`src/source/sonata_pkg.sv`:
```
`default_nettype none

package sonata_pkg;

   ////////////////////////////////////////////////////////////////////////////
   // widths
   ////////////////////////////////////////////////////////////////////////////
   localparam int ADDR_W     = 8;
   localparam int DATA_W     = 8;
   localparam int BYTECNT_W  = 7;
   localparam int BLOCK_W    = 128;                       // key and text blocks
   localparam int BYTE_SEL_W = $clog2(BLOCK_W / DATA_W);  // byte index into a block
   localparam int DIPS_W     = 16;
   localparam int ANALOG_W   = 6;

   // 1: capture results on the first done cycle only
   localparam bit DONE_EDGE_SENSITIVE = 1'b1;

   // identification bytes
   localparam logic [DATA_W-1:0] CRYPT_TYPE = 8'd2;
   localparam logic [DATA_W-1:0] CRYPT_REV  = 8'd4;
   localparam logic [DATA_W-1:0] IDENTIFY   = 8'h2e;

   ////////////////////////////////////////////////////////////////////////////
   // register map
   ////////////////////////////////////////////////////////////////////////////
   localparam logic [ADDR_W-1:0] REG_CLKSETTINGS     = 8'h00;
   localparam logic [ADDR_W-1:0] REG_USER_LED        = 8'h01;
   localparam logic [ADDR_W-1:0] REG_CRYPT_TYPE      = 8'h02;
   localparam logic [ADDR_W-1:0] REG_CRYPT_REV       = 8'h03;
   localparam logic [ADDR_W-1:0] REG_IDENTIFY        = 8'h04;
   localparam logic [ADDR_W-1:0] REG_CRYPT_GO        = 8'h05;  // write starts, read is busy
   localparam logic [ADDR_W-1:0] REG_CRYPT_TEXTIN    = 8'h06;
   localparam logic [ADDR_W-1:0] REG_CRYPT_CIPHERIN  = 8'h07;
   localparam logic [ADDR_W-1:0] REG_CRYPT_TEXTOUT   = 8'h08;
   localparam logic [ADDR_W-1:0] REG_CRYPT_CIPHEROUT = 8'h09;
   localparam logic [ADDR_W-1:0] REG_CRYPT_KEY       = 8'h0a;
   localparam logic [ADDR_W-1:0] REG_AES_ALWAYS_ON   = 8'h0c;
   localparam logic [ADDR_W-1:0] REG_DIPS            = 8'h20;
   localparam logic [ADDR_W-1:0] REG_ANALOG_DIGITAL  = 8'h21;

   // host register bus, one byte per access
   typedef struct packed {
      logic [ADDR_W-1:0]    address;
      logic [BYTECNT_W-1:0] bytecnt;
      logic [DATA_W-1:0]    write_data;
      logic                 read;
      logic                 write;
      logic                 addrvalid;
   } reg_bus_t;

   // towards the crypto core
   typedef struct packed {
      logic [BLOCK_W-1:0] key;
      logic [BLOCK_W-1:0] textin;
      logic [BLOCK_W-1:0] cipherin;
      logic               start;
   } crypt_cmd_t;

   // back from the crypto core
   typedef struct packed {
      logic [BLOCK_W-1:0] textout;
      logic [BLOCK_W-1:0] cipherout;
      logic               done;
      logic               busy;
   } crypt_rsp_t;

   // writable register state
   typedef struct packed {
      logic [BLOCK_W-1:0] key;
      logic [BLOCK_W-1:0] textin;
      logic [BLOCK_W-1:0] cipherin;
      logic               user_led;
      logic               always_on;
      logic               go_pulse;
   } crypt_regs_t;

endpackage

`default_nettype wire

```
`src/source/crypt_ctrl.sv`:
```
`default_nettype none

module crypt_ctrl import sonata_pkg::*; (
   input  wire                 usb_clk,
   input  wire                 reset_i,
   input  wire crypt_regs_t    regs_i,
   input  wire crypt_rsp_t     crypt_rsp_i,
   output crypt_cmd_t          crypt_cmd_o,
   output logic [BLOCK_W-1:0]  textout_o,
   output logic [BLOCK_W-1:0]  cipherout_o,
   output logic                busy_o
);

   logic       always_go;   // restart toggle for always-on mode
   logic       done_r;
   logic       done_pulse;
   logic [1:0] busy_pipe;

   ////////////////////////////////////////////////////////////////////////////
   // start sequencing
   ////////////////////////////////////////////////////////////////////////////
   // manual mode passes the go pulse, always-on mode restarts the core
   // every time it goes idle. the toggle is held low outside always-on mode
   // so the first restart cannot land next to a manual go
   always_ff @(posedge usb_clk) begin
      if (reset_i || !regs_i.always_on || always_go) begin
         always_go <= 1'b0;
      end else if (!crypt_rsp_i.busy) begin
         always_go <= 1'b1;
      end
   end

   assign crypt_cmd_o = '{
      key:      regs_i.key,
      textin:   regs_i.textin,
      cipherin: regs_i.cipherin,
      start:    regs_i.always_on ? always_go : regs_i.go_pulse
   };

   ////////////////////////////////////////////////////////////////////////////
   // result capture and busy
   ////////////////////////////////////////////////////////////////////////////
   always_ff @(posedge usb_clk) begin
      if (reset_i) begin
         done_r    <= 1'b0;
         busy_pipe <= 2'b00;
      end else begin
         done_r    <= crypt_rsp_i.done & DONE_EDGE_SENSITIVE;
         busy_pipe <= {busy_pipe[0], crypt_rsp_i.busy};  // core is an outside source
      end
   end

   assign done_pulse = crypt_rsp_i.done & ~done_r;

   always_ff @(posedge usb_clk) begin
      if (done_pulse) begin
         textout_o   <= crypt_rsp_i.textout;
         cipherout_o <= crypt_rsp_i.cipherout;
      end
   end

   assign busy_o = busy_pipe[1];

endmodule

`default_nettype wire

```
`src/source/reg_read_mux.sv`:
```
`default_nettype none

module reg_read_mux import sonata_pkg::*; (
   input  wire                   usb_clk,
   input  wire reg_bus_t         reg_bus_i,
   input  wire crypt_regs_t      regs_i,
   input  wire [BLOCK_W-1:0]     textout_i,
   input  wire [BLOCK_W-1:0]     cipherout_i,
   input  wire                   busy_i,            // already synchronized
   input  wire                   mmcm_locked_i,
   input  wire                   mmcm_hr_locked_i,
   input  wire [DIPS_W-1:0]      dips_i,
   input  wire [ANALOG_W-1:0]    analog_digital_i,
   output logic [DATA_W-1:0]     read_data_o
);

   logic [DATA_W-1:0]     rd_data;
   logic [BYTE_SEL_W-1:0] byte_sel;
   logic [6:0]            bit_base;   // first bit of the selected block byte

   assign byte_sel = reg_bus_i.bytecnt[BYTE_SEL_W-1:0];
   assign bit_base = {byte_sel, 3'b000};

   ////////////////////////////////////////////////////////////////////////////
   // read decode
   ////////////////////////////////////////////////////////////////////////////
   always_comb begin
      rd_data = '0;   // zero unless a read is active
      if (reg_bus_i.addrvalid && reg_bus_i.read) begin
         case (reg_bus_i.address)
            REG_CLKSETTINGS:     rd_data = {6'b0, mmcm_hr_locked_i, mmcm_locked_i};
            REG_USER_LED:        rd_data = DATA_W'(regs_i.user_led);
            REG_CRYPT_TYPE:      rd_data = CRYPT_TYPE;
            REG_CRYPT_REV:       rd_data = CRYPT_REV;
            REG_IDENTIFY:        rd_data = IDENTIFY;
            REG_CRYPT_GO:        rd_data = DATA_W'(busy_i);
            REG_AES_ALWAYS_ON:   rd_data = DATA_W'(regs_i.always_on);
            REG_CRYPT_KEY:       rd_data = regs_i.key[bit_base +: DATA_W];
            REG_CRYPT_TEXTIN:    rd_data = regs_i.textin[bit_base +: DATA_W];
            REG_CRYPT_CIPHERIN:  rd_data = regs_i.cipherin[bit_base +: DATA_W];
            REG_CRYPT_TEXTOUT:   rd_data = textout_i[bit_base +: DATA_W];
            REG_CRYPT_CIPHEROUT: rd_data = cipherout_i[bit_base +: DATA_W];
            // two bytes of switches, low byte first
            REG_DIPS:            rd_data = dips_i[{reg_bus_i.bytecnt[0], 3'b000} +: DATA_W];
            REG_ANALOG_DIGITAL:  rd_data = DATA_W'(analog_digital_i);
            default:             rd_data = '0;
         endcase
      end
   end

   // output stage, data follows the read strobe by one cycle
   always_ff @(posedge usb_clk) begin
      read_data_o <= rd_data;
   end

endmodule

`default_nettype wire

```
`src/source/reg_write_bank.sv`:
```
`default_nettype none

module reg_write_bank import sonata_pkg::*; (
   input  wire              usb_clk,
   input  wire              reset_i,
   input  wire reg_bus_t    reg_bus_i,
   output crypt_regs_t      regs_o
);

   logic [BLOCK_W-1:0]    key_q;
   logic [BLOCK_W-1:0]    textin_q;
   logic [BLOCK_W-1:0]    cipherin_q;
   logic                  user_led_q;
   logic                  always_on_q;
   logic                  go_pulse_q;
   logic                  wr_en;
   logic [BYTE_SEL_W-1:0] byte_sel;
   logic [ADDR_W-1:0]     wr_addr;
   logic [DATA_W-1:0]     wr_data;

   assign wr_en    = reg_bus_i.addrvalid & reg_bus_i.write;
   assign byte_sel = reg_bus_i.bytecnt[BYTE_SEL_W-1:0];  // blocks are 16 bytes
   assign wr_addr  = reg_bus_i.address;
   assign wr_data  = reg_bus_i.write_data;

   ////////////////////////////////////////////////////////////////////////////
   // control bits
   ////////////////////////////////////////////////////////////////////////////
   always_ff @(posedge usb_clk) begin
      if (reset_i) begin
         user_led_q  <= 1'b0;
         always_on_q <= 1'b0;
         go_pulse_q  <= 1'b0;
      end else begin
         // writing the go register only makes a pulse, no state is kept
         go_pulse_q <= wr_en && (wr_addr == REG_CRYPT_GO);

         if (wr_en && (wr_addr == REG_USER_LED)) begin
            user_led_q <= wr_data[0];
         end
         if (wr_en && (wr_addr == REG_AES_ALWAYS_ON)) begin
            always_on_q <= wr_data[0];
         end
      end
   end

   ////////////////////////////////////////////////////////////////////////////
   // key and text blocks, filled a byte at a time
   ////////////////////////////////////////////////////////////////////////////
   always_ff @(posedge usb_clk) begin
      if (wr_en) begin
         case (wr_addr)
            REG_CRYPT_KEY: begin
               key_q[{byte_sel, 3'b000} +: DATA_W] <= wr_data;
            end
            REG_CRYPT_TEXTIN: begin
               textin_q[{byte_sel, 3'b000} +: DATA_W] <= wr_data;
            end
            REG_CRYPT_CIPHERIN: begin
               cipherin_q[{byte_sel, 3'b000} +: DATA_W] <= wr_data;
            end
            default: begin
            end
         endcase
      end
   end

   assign regs_o = '{
      key:       key_q,
      textin:    textin_q,
      cipherin:  cipherin_q,
      user_led:  user_led_q,
      always_on: always_on_q,
      go_pulse:  go_pulse_q
   };

endmodule

`default_nettype wire

```
`src/source/sonata_reg_top.sv`:
```
`default_nettype none

module sonata_reg_top import sonata_pkg::*; (
   input  wire                   usb_clk,
   input  wire                   reset_i,
   input  wire reg_bus_t         reg_bus_i,
   input  wire crypt_rsp_t       crypt_rsp_i,
   input  wire                   mmcm_locked_i,
   input  wire                   mmcm_hr_locked_i,
   input  wire [DIPS_W-1:0]      dips_i,
   input  wire [ANALOG_W-1:0]    analog_digital_i,
   output wire [DATA_W-1:0]      read_data_o,
   output wire crypt_cmd_t       crypt_cmd_o,
   output wire                   user_led_o
);

   crypt_regs_t        regs;
   logic [BLOCK_W-1:0] textout;     // captured results
   logic [BLOCK_W-1:0] cipherout;
   logic               busy_sync;

   ////////////////////////////////////////////////////////////////////////////
   // host writes
   ////////////////////////////////////////////////////////////////////////////
   reg_write_bank u_write_bank (
      .usb_clk   (usb_clk),
      .reset_i   (reset_i),
      .reg_bus_i (reg_bus_i),
      .regs_o    (regs)
   );

   ////////////////////////////////////////////////////////////////////////////
   // core control
   ////////////////////////////////////////////////////////////////////////////
   crypt_ctrl u_crypt_ctrl (
      .usb_clk     (usb_clk),
      .reset_i     (reset_i),
      .regs_i      (regs),
      .crypt_rsp_i (crypt_rsp_i),
      .crypt_cmd_o (crypt_cmd_o),
      .textout_o   (textout),
      .cipherout_o (cipherout),
      .busy_o      (busy_sync)
   );

   ////////////////////////////////////////////////////////////////////////////
   // host reads
   ////////////////////////////////////////////////////////////////////////////
   reg_read_mux u_read_mux (
      .usb_clk          (usb_clk),
      .reg_bus_i        (reg_bus_i),
      .regs_i           (regs),
      .textout_i        (textout),
      .cipherout_i      (cipherout),
      .busy_i           (busy_sync),
      .mmcm_locked_i    (mmcm_locked_i),
      .mmcm_hr_locked_i (mmcm_hr_locked_i),
      .dips_i           (dips_i),
      .analog_digital_i (analog_digital_i),
      .read_data_o      (read_data_o)
   );

   assign user_led_o = regs.user_led;

endmodule

`default_nettype wire

```
`config.mk`:
```
export PLATFORM = sky130hd
export DESIGN_NAME = sonata_reg_top
export DESIGN_NICKNAME = d
export VERILOG_FILES = /design/src/source/sonata_pkg.sv /design/src/source/crypt_ctrl.sv /design/src/source/reg_read_mux.sv /design/src/source/reg_write_bank.sv /design/src/source/sonata_reg_top.sv
export SDC_FILE = /design/constraint.sdc
export NUM_CORES = 1
export LEC_CHECK = 0
export BUFFER_PORTS_ARGS = -buffer_cell sky130_fd_sc_hd__clkbuf_2
export CORE_MARGIN = 8
export CORE_UTILIZATION = 45
export CTS_CLUSTER_DIAMETER = 60
export DETAILED_ROUTE_END_ITERATION = 8
export PLACE_DENSITY_LB_ADDON = 0.1
export SLEW_MARGIN = 25
export SYNTH_ARGS = -nofsm -noshare
export SYNTH_HDL_FRONTEND = slang
export SYNTH_HIERARCHICAL = 1
export SYNTH_SLANG_ARGS = --single-unit
export TNS_END_PERCENT = 10
```
`constraint.sdc`:
```
create_clock -name usb_clk -period 15.8 [get_ports usb_clk]
set_input_delay 2.37 -clock usb_clk [delete_from_list [all_inputs] [get_ports usb_clk]]
set_output_delay 2.37 -clock usb_clk [all_outputs]
set_load 0.02 [all_outputs]
```
==> flow_summary.json <==
{
  "dieArea_sq_um": 75300,
  "area_delta_synth_final_pct": 14.4,
  "synth_cell_types": 88,
  "antenna_found_initial": 16,
  "drv_slew": 0,
  "hold_path_class": "flop to flop",
  "setup_tns_ps": 0,
  "synth-seq-cells": 655,
  "wl_per_cell_microns": 39.3,
  "syn_inst": 2138,
  "portBuffers": 700,
  "num_io_pins": 704,
  "sw_frac_of_total_pct": 22.6,
  "vias": 21200,
  "grt-ovfl-total": 0,
  "dp_cells": 3272,
  "synth_ff_type": "edfxtp_1",
  "ys_async_sr_fraction_pct": 0,
  "coreArea_sq_um": 66000,
  "ys_seq_area_share_pct": 65.0,
  "die_x_microns": 274,
  "drive_above_1_share_pct": 38.4,
  "clk_pin_slew_ps": 60,
  "start_util_pct": 45.5,
  "grt_max_degree": 75,
  "htree_levels": 3,
  "synth.cell_area_sq_um": 30000,
  "hold_buffers": 0,
  "ir_drop_mv": 0.0758,
  "fillers": 5702,
  "cts_resized": 0,
  "hpwl_microns": 98400,
  "worst_setup_path_end_kind": "flop",
  "hold_violations": 0,
  "row_count": 94,
  "fin_crit_sh_pct": 38.2,
  "crit_required_ps": 16260,
  "ant_nets": 0,
  "setup_viol": 0,
  "p_switching_mw": 0.905,
  "synth_edf_count": 640,
  "reg2reg_to": "u_crypt_ctrl/textout_o[28]",
  "fin_nets": 2798,
  "synth_area_leaders": "edfxtp_1 (64%), buf_4 (9.8%), mux2i_1 (3.8%)",
  "viasPerCell": 6.20,
  "p_leak_nw": 12.0,
  "combPwrFrac_pct": 6.1,
  "cts-buffers-inserted": 75,
  "pwr-share-clk_pct": 45.2,
  "cts_root_buffer": "clkbuf_16",
  "grt_pass1_vias": 21200,
  "grt_usage_pct": 34.6,
  "postCtsSetupBuffers": 0,
  "worstReg2RegStart": "u_crypt_ctrl/done_r",
  "clk_latency_ps": 630,
  "rsz0062_at_grt": "no",
  "crit_arrival_ps": 6490,
  "endpoint": "u_read_mux/read_data_o[0]",
  "grt_pass1_wl_microns": 178000,
  "yosysTopAreaCell": "edfxtp_1",
  "drtIter0Drc": 2945,
  "finClkSkew_ps": 18.4,
  "drc": 0,
  "drtPass1Iterations": 7,
  "pwr-share-seq_pct": 48.7,
  "fin_crit_ps": 6030,
  "instances_no_fill": 3414,
  "clock-sinks": 655,
  "crit_start": "reg_bus_i[11]",
  "maxCapViolCount": 0,
  "reg2reg_depth": 4,
  "max_freq_ghz": 0.166,
  "tightest_slew_ps": 1170,
  "place_congestion": 0.904,
  "synth_area_per_cell_sq_um": 14.1,
  "yosysMostFrequentCell": "edfxtp_1",
  "path_class": "input port to flop",
  "synthTopCellsByCount": "edfxtp_1 (640), buf_4 (392), mux2i_1 (114)",
  "yosys_warnings": 6,
  "slew_headroom_pct": 22.0,
  "intPower_mw": 3.10,
  "hold_ws_ps": 449,
  "synth_top_area_share_pct": 64.0,
  "synth.net_count": 2451,
  "cts_tree": "done",
  "start_kind": "input port",
  "wirelength_microns": 134000,
  "cts_buffer_depth": 3,
  "cellPowerDensity_nw_per_um2": 117,
  "status": "complete, no violations",
  "reg2reg_slack_ps": 12530,
  "die_h_microns": 274,
  "crit_fanout": 33
}
==> placed cells by master, fill, tap and decap left out, types with 12 or more instances in the layout <==
cell and instances:
o221ai_1 17, bufinv_16 12, nand2_1 66, a21oi_1 77, nor3b_1 17, a211oi_1 19, nor2_1 81, clkinv_1 13
dfxtp_1 15, a221o_1 30, a221oi_1 47, mux2_2 34, mux4_2 16, o211ai_1 12, clkbuf_16 76, edfxtp_1 640
o21ai_0 67, nand3_1 26, mux2i_1 114, nor2b_1 12, a22oi_1 40, and2_1 52, o22ai_1 21, nor3_1 47
buf_4 77, clkbuf_2 698, clkbuf_1 17
==> final cells by class <==
cell class | instances | area (sq um) | share of cell area [%]
Clock buffer | 93 | 1970 | 5.72
Antenna cell | 8 | 20.0 | 0.0582
Timing Repair Buffer | 776 | 4090 | 11.9
Tap cell | 864 | 1080 | 3.14
Multi-Input combinational cell | 965 | 7110 | 20.7
Clock inverter | 41 | 563 | 1.64
Sequential cell | 655 | 19500 | 56.8
Inverter | 12 | 45.0 | 0.131
==> metal layers <==
| metal | vias up | global-route usage, % | part of all wire (%) |
|---|---|---|---|
| met3 | 280 | 11.6 | 13 |
| met2 | 1672 | 56.5 | 48 |
| met1 | 10600 | 41.8 | 35 |
| met5 | - | 0 | 0.0097 |
| li1 | 8555 | - | - |
| met4 | 2 | 14.6 | 4.3 |
==> flip-flops by register name, summed over array words and instances, names as in the netlist <==
register / count
u_write_bank/cipherin_q: 128
u_crypt_ctrl/always_go: 1
u_read_mux/read_data_o: 8
u_crypt_ctrl/textout_o: 128
u_crypt_ctrl/busy_pipe: 2
u_write_bank/user_led_q: 1
u_write_bank/key_q: 128
u_write_bank/textin_q: 128
u_crypt_ctrl/done_r: 1
u_write_bank/always_on_q: 1
u_write_bank/go_pulse_q: 1
u_crypt_ctrl/cipherout_o: 128
==> worst min path at each step <==
stage | startpoint | slack [ps] | cells past startpoint | end
2_1_floorplan | u_crypt_ctrl/always_go | 410 | 1 | u_crypt_ctrl/always_go
3_3_place_gp | u_crypt_ctrl/always_go | 430 | 1 | u_crypt_ctrl/always_go
3_5_place_dp | u_crypt_ctrl/always_go | 440 | 1 | u_crypt_ctrl/always_go
4_1_cts | u_crypt_ctrl/always_go | 450 | 1 | u_crypt_ctrl/always_go
5_1_grt | u_crypt_ctrl/always_go | 460 | 1 | u_crypt_ctrl/always_go
6_report | u_crypt_ctrl/always_go | 450 | 1 | u_crypt_ctrl/always_go
==> worst max-delay path, stage by stage <==
cell	delay [ps]
buf_4	460
clkinv_1	730
buf_4	560
nor2_1	870
nand3_1	290
a221oi_1	950
o32ai_1	220
==> metrics by stage <==
step / instance area, sq um / power [mW] / util (%) / setup WS, ps
6_report: 34400 / 4.01 / 52.1 / 9770
5_1_grt: 34400 / 4.10 / 52.1 / 9690
4_1_cts: 34300 / 4.02 / 52.1 / 9920
3_5_place_dp: 31800 / 2.23 / 48.2 / 9260
3_3_place_gp: 31800 / 2.22 / 48.2 / 9210
2_1_floorplan: 30000 / 2.10 / - / 1510
==> power by group through the flow <==
stage	combinational, mW	clock [mW]	sequential, mW
final	0.243	1.81	1.95
after global routing	0.252	1.90	1.95
after CTS	0.238	1.83	1.95
after detailed placement	0.237	0	1.99
after global placement	0.234	0	1.99
after floorplan	0.107	0	2.00
==> logic make-up after synthesis <==
family	Yosys count	share of synthesized area (%)
fa+ha+maj	3	0.125
buf+inv	518	11.9
mux	165	6.32
simple gates	380	6.77
xor+xnor	1	0.0292
compound gates	416	9.92
flops	655	65.0
Note: power is estimated with default switching activity, not from simulation.
